$ cat src/include/lsu_config.svh
//////////////////////////////
// width settings for the load/store unit
// the data path assumes one 32-bit word with four byte lanes
//////////////////////////////

`ifndef LSU_CONFIG_SVH
`define LSU_CONFIG_SVH

// byte address, one word wide
`define LSU_ADDR_W 32

// bus and register data word
`define LSU_DATA_W 32

// byte lanes per data word
`define LSU_BE_W 4

// byte offset inside a word, log2 of the lane count
`define LSU_OFFSET_W 2

`endif

$ cat src/source/lsu_pkg.sv
//////////////////////////////
// shared types of the load/store unit
// widths come from lsu_config.svh
//////////////////////////////

`default_nettype none

`include "lsu_config.svh"

package lsu_pkg;

  // address, data and lane vectors
  typedef logic [`LSU_ADDR_W-1:0]   lsu_addr_t;
  typedef logic [`LSU_DATA_W-1:0]   lsu_data_t;
  typedef logic [`LSU_BE_W-1:0]     lsu_be_t;
  typedef logic [`LSU_OFFSET_W-1:0] lsu_offset_t;

  // access size from the execute stage
  // 2'b11 is not named but decodes as a byte access everywhere
  typedef enum logic [1:0] {
    WORD = 2'b00,
    HALF = 2'b01,
    BYTE = 2'b10
  } lsu_size_e;

  // bus request FSM
  // the *_MIS states belong to the first half of a split access
  typedef enum logic [2:0] {
    IDLE,
    WAIT_GNT_MIS,
    WAIT_RVALID_MIS,
    WAIT_GNT,
    WAIT_RVALID_MIS_GNTS_DONE
  } lsu_state_e;

endpackage

`default_nettype wire

$ cat src/source/lsu_addr_gen.sv
//////////////////////////////
// second-half address is the held last address plus one word
// addr_last_o is not updated after an error, it keeps the trap value
//////////////////////////////

`timescale 1ns/1ps
`default_nettype none

`include "lsu_config.svh"

module lsu_addr_gen (
  input  logic               clk_i,
  input  logic               rst_ni,
  input  lsu_pkg::lsu_addr_t lsu_addr_i,
  input  logic               second_half_i,
  input  logic               addr_update_i,
  output lsu_pkg::lsu_addr_t data_addr_o,
  output lsu_pkg::lsu_addr_t addr_last_o
);
  import lsu_pkg::*;

  lsu_addr_t addr_last_q;
  lsu_addr_t addr_last_d;
  lsu_addr_t data_addr;

  // current access address
  // in the second half the low offset bits still match the core address
  assign data_addr = second_half_i ? addr_last_q + lsu_addr_t'(`LSU_BE_W) : lsu_addr_i;

  // first part keeps the unaligned address, second part the aligned word
  assign addr_last_d = second_half_i ?
      {data_addr[`LSU_ADDR_W-1:`LSU_OFFSET_W], {`LSU_OFFSET_W{1'b0}}} : data_addr;

  always_ff @(posedge clk_i or negedge rst_ni) begin
    if (!rst_ni) begin
      addr_last_q <= '0;
    end else if (addr_update_i) begin
      addr_last_q <= addr_last_d;
    end
  end

  assign data_addr_o = data_addr;
  assign addr_last_o = addr_last_q;

endmodule

`default_nettype wire

$ cat src/source/lsu_ctrl_fsm.sv
//////////////////////////////
// bus request FSM with split handling and error merge
// at most two bus requests are outstanding, responses arrive in order
// the core holds its request until lsu_req_done_o
//////////////////////////////

`timescale 1ns/1ps
`default_nettype none

`include "lsu_config.svh"

module lsu_ctrl_fsm (
  input  logic               clk_i,
  input  logic               rst_ni,
  input  logic               lsu_req_i,
  input  lsu_pkg::lsu_size_e lsu_size_i,
  input  lsu_pkg::lsu_addr_t data_addr_i,
  input  logic               data_gnt_i,
  input  logic               data_rvalid_i,
  input  logic               data_bus_err_i,
  input  logic               we_q_i,
  output logic               data_req_o,
  output logic               second_half_o,
  output logic               ctrl_update_o,
  output logic               rdata_update_o,
  output logic               addr_update_o,
  output logic               lsu_req_done_o,
  output logic               lsu_resp_valid_o,
  output logic               lsu_rdata_valid_o,
  output logic               load_err_o,
  output logic               store_err_o,
  output logic               busy_o
);
  import lsu_pkg::*;

  lsu_offset_t offset;
  logic        split_access;
  lsu_state_e  state_q;
  lsu_state_e  state_d;
  // high from the first grant until the second half is granted
  logic        handle_mis_q;
  logic        handle_mis_d;
  // bus error of the first half, merged into the final response
  logic        lsu_err_q;
  logic        lsu_err_d;
  logic        resp_err;

  assign offset = data_addr_i[`LSU_OFFSET_W-1:0];

  // word off its boundary, or a halfword in the top lane
  assign split_access = ((lsu_size_i == WORD) && (offset != '0)) ||
                        ((lsu_size_i == HALF) && (offset == lsu_offset_t'(3)));

  ////////////////////////////////
  // next state
  ////////////////////////////////

  always_comb begin
    state_d        = state_q;
    handle_mis_d   = handle_mis_q;
    lsu_err_d      = lsu_err_q;
    data_req_o     = 1'b0;
    second_half_o  = 1'b0;
    ctrl_update_o  = 1'b0;
    rdata_update_o = 1'b0;
    addr_update_o  = 1'b0;

    unique case (state_q)
      IDLE: begin
        if (lsu_req_i) begin
          data_req_o = 1'b1;
          lsu_err_d  = 1'b0;
          if (data_gnt_i) begin
            ctrl_update_o = 1'b1;
            addr_update_o = 1'b1;
            handle_mis_d  = split_access;
            state_d       = split_access ? WAIT_RVALID_MIS : IDLE;
          end else begin
            state_d       = split_access ? WAIT_GNT_MIS : WAIT_GNT;
          end
        end
      end

      // first half still waiting for its grant
      WAIT_GNT_MIS: begin
        data_req_o = 1'b1;
        if (data_gnt_i) begin
          ctrl_update_o = 1'b1;
          addr_update_o = 1'b1;
          handle_mis_d  = 1'b1;
          state_d       = WAIT_RVALID_MIS;
        end
      end

      // second request goes out while the first response is pending
      WAIT_RVALID_MIS: begin
        data_req_o    = 1'b1;
        second_half_o = 1'b1;
        if (data_rvalid_i) begin
          lsu_err_d      = data_bus_err_i;
          rdata_update_o = ~we_q_i;
          // keep the first-half address as trap value on an error
          addr_update_o  = data_gnt_i & ~data_bus_err_i;
          handle_mis_d   = ~data_gnt_i;
          state_d        = data_gnt_i ? IDLE : WAIT_GNT;
        end else if (data_gnt_i) begin
          handle_mis_d = 1'b0;
          state_d      = WAIT_RVALID_MIS_GNTS_DONE;
        end
      end

      // single access, or second half once the first response is in
      WAIT_GNT: begin
        data_req_o    = 1'b1;
        second_half_o = handle_mis_q;
        if (data_gnt_i) begin
          ctrl_update_o = 1'b1;
          addr_update_o = ~lsu_err_q;
          handle_mis_d  = 1'b0;
          state_d       = IDLE;
        end
      end

      // both grants done, first response still pending
      // second_half_o stays up so the aligned second address is stored
      WAIT_RVALID_MIS_GNTS_DONE: begin
        second_half_o = 1'b1;
        if (data_rvalid_i) begin
          lsu_err_d      = data_bus_err_i;
          addr_update_o  = ~data_bus_err_i;
          rdata_update_o = ~we_q_i;
          state_d        = IDLE;
        end
      end

      default: begin
        state_d = IDLE;
      end
    endcase
  end

  always_ff @(posedge clk_i or negedge rst_ni) begin
    if (!rst_ni) begin
      state_q      <= IDLE;
      handle_mis_q <= 1'b0;
      lsu_err_q    <= 1'b0;
    end else begin
      state_q      <= state_d;
      handle_mis_q <= handle_mis_d;
      lsu_err_q    <= lsu_err_d;
    end
  end

  ////////////////////////////////
  // core-side status
  ////////////////////////////////

  // all bus requests of the access granted, only responses remain
  assign lsu_req_done_o = (lsu_req_i | (state_q != IDLE)) & (state_d == IDLE);

  // final response always lands in IDLE
  assign lsu_resp_valid_o  = data_rvalid_i & (state_q == IDLE);
  assign resp_err          = lsu_err_q | data_bus_err_i;
  assign lsu_rdata_valid_o = lsu_resp_valid_o & ~resp_err & ~we_q_i;

  // error class follows the direction of the outstanding access
  assign load_err_o  = lsu_resp_valid_o & resp_err & ~we_q_i;
  assign store_err_o = lsu_resp_valid_o & resp_err & we_q_i;

  assign busy_o = (state_q != IDLE);

endmodule

`default_nettype wire

$ cat src/source/lsu_load_align.sv
//////////////////////////////
// load data realignment and extension
// output is combinational on data_rdata_i, valid only with the final rvalid
// access controls are sampled on each grant
//////////////////////////////

`timescale 1ns/1ps
`default_nettype none

`include "lsu_config.svh"

module lsu_load_align (
  input  logic               clk_i,
  input  logic               rst_ni,
  input  logic               ctrl_update_i,
  input  logic               rdata_update_i,
  input  lsu_pkg::lsu_addr_t data_addr_i,
  input  lsu_pkg::lsu_size_e lsu_size_i,
  input  logic               lsu_sign_ext_i,
  input  logic               lsu_we_i,
  input  lsu_pkg::lsu_data_t data_rdata_i,
  output logic               we_q_o,
  output lsu_pkg::lsu_data_t lsu_rdata_o
);
  import lsu_pkg::*;

  lsu_offset_t              offset_q;
  lsu_size_e                size_q;
  logic                     sign_ext_q;
  logic                     we_q;
  // upper three bytes of the first response
  logic [`LSU_DATA_W-9:0]   rdata_q;
  logic                     split_q;
  logic [2*`LSU_DATA_W-1:0] rdata_window;
  lsu_data_t                rdata_aligned;
  lsu_data_t                rdata_ext;

  ////////////////////////////////
  // access registers
  ////////////////////////////////

  always_ff @(posedge clk_i or negedge rst_ni) begin
    if (!rst_ni) begin
      offset_q   <= '0;
      size_q     <= WORD;
      sign_ext_q <= 1'b0;
      we_q       <= 1'b0;
    end else if (ctrl_update_i) begin
      offset_q   <= data_addr_i[`LSU_OFFSET_W-1:0];
      size_q     <= lsu_size_i;
      sign_ext_q <= lsu_sign_ext_i;
      we_q       <= lsu_we_i;
    end
  end

  // lane 0 of the first word is never part of a split load
  always_ff @(posedge clk_i) begin
    if (rdata_update_i) begin
      rdata_q <= data_rdata_i[`LSU_DATA_W-1:8];
    end
  end

  ////////////////////////////////
  // realignment
  ////////////////////////////////

  // same split rule as the FSM, on the sampled controls
  assign split_q = ((size_q == WORD) && (offset_q != '0)) ||
                   ((size_q == HALF) && (offset_q == lsu_offset_t'(3)));

  // first word below, second response above
  // a split access starts at the offset inside the first word
  assign rdata_window = {data_rdata_i, rdata_q, 8'h00};

  always_comb begin
    if (split_q) begin
      rdata_aligned = rdata_window[{offset_q, 3'b000} +: `LSU_DATA_W];
    end else begin
      rdata_aligned = data_rdata_i >> {offset_q, 3'b000};
    end
  end

  // zero or sign extension by size
  always_comb begin
    case (size_q)
      WORD: begin
        rdata_ext = rdata_aligned;
      end
      HALF: begin
        rdata_ext = {{16{sign_ext_q & rdata_aligned[15]}}, rdata_aligned[15:0]};
      end
      default: begin
        rdata_ext = {{24{sign_ext_q & rdata_aligned[7]}}, rdata_aligned[7:0]};
      end
    endcase
  end

  assign lsu_rdata_o = rdata_ext;
  // direction of the outstanding access
  assign we_q_o      = we_q;

endmodule

`default_nettype wire

$ cat src/source/lsu_store_align.sv
//////////////////////////////
// byte enables and store lane rotation, purely combinational
// a second half only gets the lanes that spill past the word boundary
//////////////////////////////

`timescale 1ns/1ps
`default_nettype none

`include "lsu_config.svh"

module lsu_store_align (
  input  lsu_pkg::lsu_size_e lsu_size_i,
  input  lsu_pkg::lsu_addr_t data_addr_i,
  input  logic               second_half_i,
  input  lsu_pkg::lsu_data_t lsu_wdata_i,
  output lsu_pkg::lsu_be_t   data_be_o,
  output lsu_pkg::lsu_data_t data_wdata_o
);
  import lsu_pkg::*;

  lsu_offset_t                 offset;
  lsu_be_t                     size_mask;
  logic [2*`LSU_BE_W-1:0]      be_span;
  logic [2*`LSU_DATA_W-1:0]    wdata_dbl;

  assign offset = data_addr_i[`LSU_OFFSET_W-1:0];

  ////////////////////////////////
  // byte enables
  ////////////////////////////////

  // lanes covered by the access when it starts at lane 0
  always_comb begin
    case (lsu_size_i)
      WORD:    size_mask = '1;
      HALF:    size_mask = lsu_be_t'(4'b0011);
      // BYTE and the unnamed encoding
      default: size_mask = lsu_be_t'(4'b0001);
    endcase
  end

  // shift over two words
  // low word goes to the first access, high word to the second
  assign be_span = {{`LSU_BE_W{1'b0}}, size_mask} << offset;

  assign data_be_o = second_half_i ? be_span[2*`LSU_BE_W-1:`LSU_BE_W] :
                                     be_span[`LSU_BE_W-1:0];

  ////////////////////////////////
  // write data
  ////////////////////////////////

  // rotate left by offset bytes
  // the same word then serves both halves, each with its own enables
  assign wdata_dbl    = {lsu_wdata_i, lsu_wdata_i} << {offset, 3'b000};
  assign data_wdata_o = wdata_dbl[2*`LSU_DATA_W-1:`LSU_DATA_W];

endmodule

`default_nettype wire

$ cat src/source/lsu_top.sv
//////////////////////////////
// load/store unit top, one access at a time
// split accesses issue two word-aligned bus requests
//////////////////////////////

`timescale 1ns/1ps
`default_nettype none

`include "lsu_config.svh"

module lsu_top (
  input  logic               clk_i,
  input  logic               rst_ni,

  // core side
  input  logic               lsu_req_i,
  input  logic               lsu_we_i,
  input  lsu_pkg::lsu_size_e lsu_size_i,
  input  logic               lsu_sign_ext_i,
  input  lsu_pkg::lsu_addr_t lsu_addr_i,
  input  lsu_pkg::lsu_data_t lsu_wdata_i,
  output logic               lsu_req_done_o,
  output logic               lsu_resp_valid_o,
  output lsu_pkg::lsu_data_t lsu_rdata_o,
  output logic               lsu_rdata_valid_o,
  output logic               load_err_o,
  output logic               store_err_o,
  output lsu_pkg::lsu_addr_t addr_last_o,
  output logic               busy_o,

  // data bus
  output logic               data_req_o,
  input  logic               data_gnt_i,
  input  logic               data_rvalid_i,
  input  logic               data_bus_err_i,
  output lsu_pkg::lsu_addr_t data_addr_o,
  output logic               data_we_o,
  output lsu_pkg::lsu_be_t   data_be_o,
  output lsu_pkg::lsu_data_t data_wdata_o,
  input  lsu_pkg::lsu_data_t data_rdata_i
);
  import lsu_pkg::*;

  logic      second_half;
  logic      ctrl_update;
  logic      rdata_update;
  logic      addr_update;
  logic      we_q;
  // unaligned address of the current part
  lsu_addr_t data_addr;

  lsu_addr_gen u_addr_gen (
    .clk_i         (clk_i),
    .rst_ni        (rst_ni),
    .lsu_addr_i    (lsu_addr_i),
    .second_half_i (second_half),
    .addr_update_i (addr_update),
    .data_addr_o   (data_addr),
    .addr_last_o   (addr_last_o)
  );

  lsu_store_align u_store_align (
    .lsu_size_i    (lsu_size_i),
    .data_addr_i   (data_addr),
    .second_half_i (second_half),
    .lsu_wdata_i   (lsu_wdata_i),
    .data_be_o     (data_be_o),
    .data_wdata_o  (data_wdata_o)
  );

  lsu_load_align u_load_align (
    .clk_i          (clk_i),
    .rst_ni         (rst_ni),
    .ctrl_update_i  (ctrl_update),
    .rdata_update_i (rdata_update),
    .data_addr_i    (data_addr),
    .lsu_size_i     (lsu_size_i),
    .lsu_sign_ext_i (lsu_sign_ext_i),
    .lsu_we_i       (lsu_we_i),
    .data_rdata_i   (data_rdata_i),
    .we_q_o         (we_q),
    .lsu_rdata_o    (lsu_rdata_o)
  );

  lsu_ctrl_fsm u_ctrl_fsm (
    .clk_i             (clk_i),
    .rst_ni            (rst_ni),
    .lsu_req_i         (lsu_req_i),
    .lsu_size_i        (lsu_size_i),
    .data_addr_i       (data_addr),
    .data_gnt_i        (data_gnt_i),
    .data_rvalid_i     (data_rvalid_i),
    .data_bus_err_i    (data_bus_err_i),
    .we_q_i            (we_q),
    .data_req_o        (data_req_o),
    .second_half_o     (second_half),
    .ctrl_update_o     (ctrl_update),
    .rdata_update_o    (rdata_update),
    .addr_update_o     (addr_update),
    .lsu_req_done_o    (lsu_req_done_o),
    .lsu_resp_valid_o  (lsu_resp_valid_o),
    .lsu_rdata_valid_o (lsu_rdata_valid_o),
    .load_err_o        (load_err_o),
    .store_err_o       (store_err_o),
    .busy_o            (busy_o)
  );

  // bus sees whole words only
  assign data_addr_o = {data_addr[`LSU_ADDR_W-1:`LSU_OFFSET_W], {`LSU_OFFSET_W{1'b0}}};
  assign data_we_o   = lsu_we_i;

endmodule

`default_nettype wire
$ cat config.mk
export PLATFORM = sky130hd
export DESIGN_NAME = lsu_top
export DESIGN_NICKNAME = d
export VERILOG_FILES = /design/src/source/lsu_pkg.sv /design/src/source/lsu_addr_gen.sv /design/src/source/lsu_ctrl_fsm.sv /design/src/source/lsu_load_align.sv /design/src/source/lsu_store_align.sv /design/src/source/lsu_top.sv
export VERILOG_INCLUDE_DIRS = /design/src /design/src/include
export SDC_FILE = /design/constraint.sdc
export NUM_CORES = 1
export LEC_CHECK = 0
export ABC_AREA = 1
export BUFFER_PORTS_ARGS = -buffer_cell sky130_fd_sc_hd__clkbuf_2
export CAP_MARGIN = 20
export CORE_AREA = 2 2 123 125
export CTS_BUF_LIST = sky130_fd_sc_hd__clkbuf_8
export DETAILED_ROUTE_END_ITERATION = 6
export DIE_AREA = 0 0 125 127
export GPL_TIMING_DRIVEN = 1
export PLACE_DENSITY = 0.73
export SETUP_SLACK_MARGIN = 0.2
export SYNTH_ARGS = -nofsm -noshare
export SYNTH_HDL_FRONTEND = slang
export SYNTH_SLANG_ARGS = --single-unit
$ cat constraint.sdc
create_clock -name clk_i -period 3.09 [get_ports clk_i]
set_input_delay 0.618 -clock clk_i [delete_from_list [all_inputs] [get_ports clk_i]]
set_output_delay 0.618 -clock clk_i [all_outputs]
set_load 0.03 [all_outputs]
==> metrics <==
met3 usage around 3.9%; vias 7761; RSZ-0062 raised after global routing yes; CP Data Required Time about 2500 ps; Layout Utilization roughly 59%; Die Width ~130 um; initial DRC count 786; first-pass GRT wire length 33.3 mm; fin crit share 93.6%; CTS Buf Count 9; IO Pins around 250; clk_lat worst skew 360 ps; cell count after synthesis ~1000; core area between 0.01 and 0.015 mm2; number of antenna diodes 0; Crit path buffers/inverters 2; Startpoint Class flip-flop; ys flop type dfrtp_1; Buffers on Ports 243; library cells used by synthesis 51; Fin Setup TNS 0 ps; count leader, synth nand2_1; ys async rst share between 60% and 70%; count of final hold-check violations 0; Worst Path Arrival ~2300 ps; overall global routing resource usage about a quarter; fill count around 1400; met2 Usage GRT about 43%; syn_area_per_cell about 6.3 um2; hold_buf cts 0; synth top area cells nand2_1 18%, dfrtp_1 17%, o21ai_0 12%; Routed WL per cell 15.4 um; synth cell count leaders 301 x nand2_1, 155 x o21ai_0, 105 x inv_1; Die H 127 um; CP max FO 8; grt total ovfl 0; max-slew violations 0; vias in the first global route around 6900; clk slew on worst S/H paths about 80 ps; Final Setup Violations 0; clock skew a little over 6 ps; Syn. warnings 0; status completed; Final min period between 2000 and 3000 ps; CTS root buf clkbuf_8; M1 GR Usage between 30 and 40%; Area Growth Syn to Fin 32.3%; Yosys reg bits 67; global routing's busiest layer met2; Crit Path Class reg2out; initial antenna violation count 0; proportion of layout cells with a drive suffix above 1 between 30 and 40%; CP endpoint kind primary output; Synth area leader nand2_1; hold crit path type in2async; dpl hpwl between 15 and 20 mm; critical path's slowest cell dfrtp_2; GP Congestion around 0.94; clock buffer depth 2; CP top delay family simple AND/OR/NAND/NOR gates; die area 0.0159 mm2; Routed Antenna Nets 0; num rows 44; DRT Pass-1 Iters 5; CTS tree done; vias per inst 5.43; Synth top area share 17.7%; nets@finish roughly 1300; total clock sinks 67; H-tree levels 3; crit path cell chain inv_2, nor2_4, nand3_4, nand2_8, nand2_1, nand2_2, nand2_1, nand2_2, nand2_2, nand2_1, nand3_1, nand2_1, nand2_2, nor2_2, buf_6; Max stage delay on crit path between 400 and 500 ps; max_cap viols 0; register area share after synthesis about 28%; Total Wirelength between 20 and 25 mm; pin count of the biggest net entering global routing between 60 and 70; Initial Util between 40% and 50%; Peak Freq 346 MHz; synthesized area around 0.0064 mm2; Post-synth EDFFs 24; DRC violation count after routing 0
-- state kept, by name, indices dropped and copies added (netlist names) --
register / count
u_load_align.size_q: 2
u_load_align.rdata_q: 24
u_ctrl_fsm.handle_mis_q: 1
u_load_align.sign_ext_q: 1
u_addr_gen.addr_last_o: 32
u_load_align.we_q_o: 1
u_load_align.offset_q: 2
u_ctrl_fsm.lsu_err_q: 1
u_ctrl_fsm.state_q: 3
-- cell families (layout without fill, tap and decap cells) --
family	Yosys count	in the layout	share of synthesized area (%)
AND/OR/NAND/NOR	479	481	32.0
AO/OA/AOI/OAI	248	248	22.5
buffers and inverters	201	428	14.6
flip-flops	67	67	28.1
XOR/XNOR	11	11	1.51
multiplexers	6	6	0.960
adder cells (fa/ha/maj)	1	1	0.196
other	1	2	0.0587
-- metal layers --
| layer | up-vias | wire (um) |
|---|---|---|
| li1 | 3805 | - |
| met1 | 3556 | 9130 |
| met2 | 363 | 10800 |
| met3 | 37 | 1680 |
| met4 | 0 | 415 |
| met5 | - | 0 |
-- path summary, 6_finish.rpt --
kind	startpoint	endpoint	slack, ps	depth (start not counted)
setup reg to reg	u_ctrl_fsm.state_q[1]	u_addr_gen.addr_last_o[14]	1100	10
setup / recovery	u_ctrl_fsm.state_q[1]	lsu_req_done_o	200	15
hold / removal	rst_ni	u_addr_gen.addr_last_o[14]	200	1
hold reg to reg	u_addr_gen.addr_last_o[30]	u_addr_gen.addr_last_o[30]	570	2
min in group clk_i	data_rdata_i[28]	u_load_align.rdata_q[20]	450	1
max in group asynchronous	rst_ni	u_addr_gen.addr_last_o[2]	2250	2
-- layout by cell type, fill, tap and decap left out, drive strengths merged, types with 12 or more instances in the layout --
cell type / n
a31oi: 13
buf: 96
clkbuf: 212
dfrtp: 43
edfxtp: 24
inv: 111
nand2: 313
nand3: 57
nor2: 62
nor3: 15
o2111ai: 16
o21ai: 163
or2: 12
-- cell type report --
class / count / area (um2) / share of cell area (%)
flip-flops and latches: 67 / 1810 / 21.4
inverters: 114 / 458 / 5.42
clock inverters: 6 / 56.3 / 0.666
multi-input cells: 749 / 3950 / 46.8
repair buffers: 298 / 1810 / 21.4
clock buffers: 10 / 138 / 1.63
well taps: 184 / 230 / 2.72
-- what timing repair did --
action | CTS | global route
gates cloned | 0 | 3
endpoints found under the setup margin | 72 | 75
gates resized for setup | 35 | 162
endpoints found under the hold margin | 0 | 0
pin swaps | 4 | 16
setup buffers | 9 | 20
-- stage by stage --
stage	std cells	area (um2)	setup WS, ps	hold slack (ps)
final	1428	8450	196	203
after global routing	1428	8450	84.9	216
after CTS	1405	7910	175	200
after detailed placement	1380	7530	272	531
after global placement	1380	7530	341	529
after floorplan	1015	6400	198	322
Power is left out: the tool's default activity adds up to more than one toggle a clock period on the data nets, which glitch-free logic cannot reach.
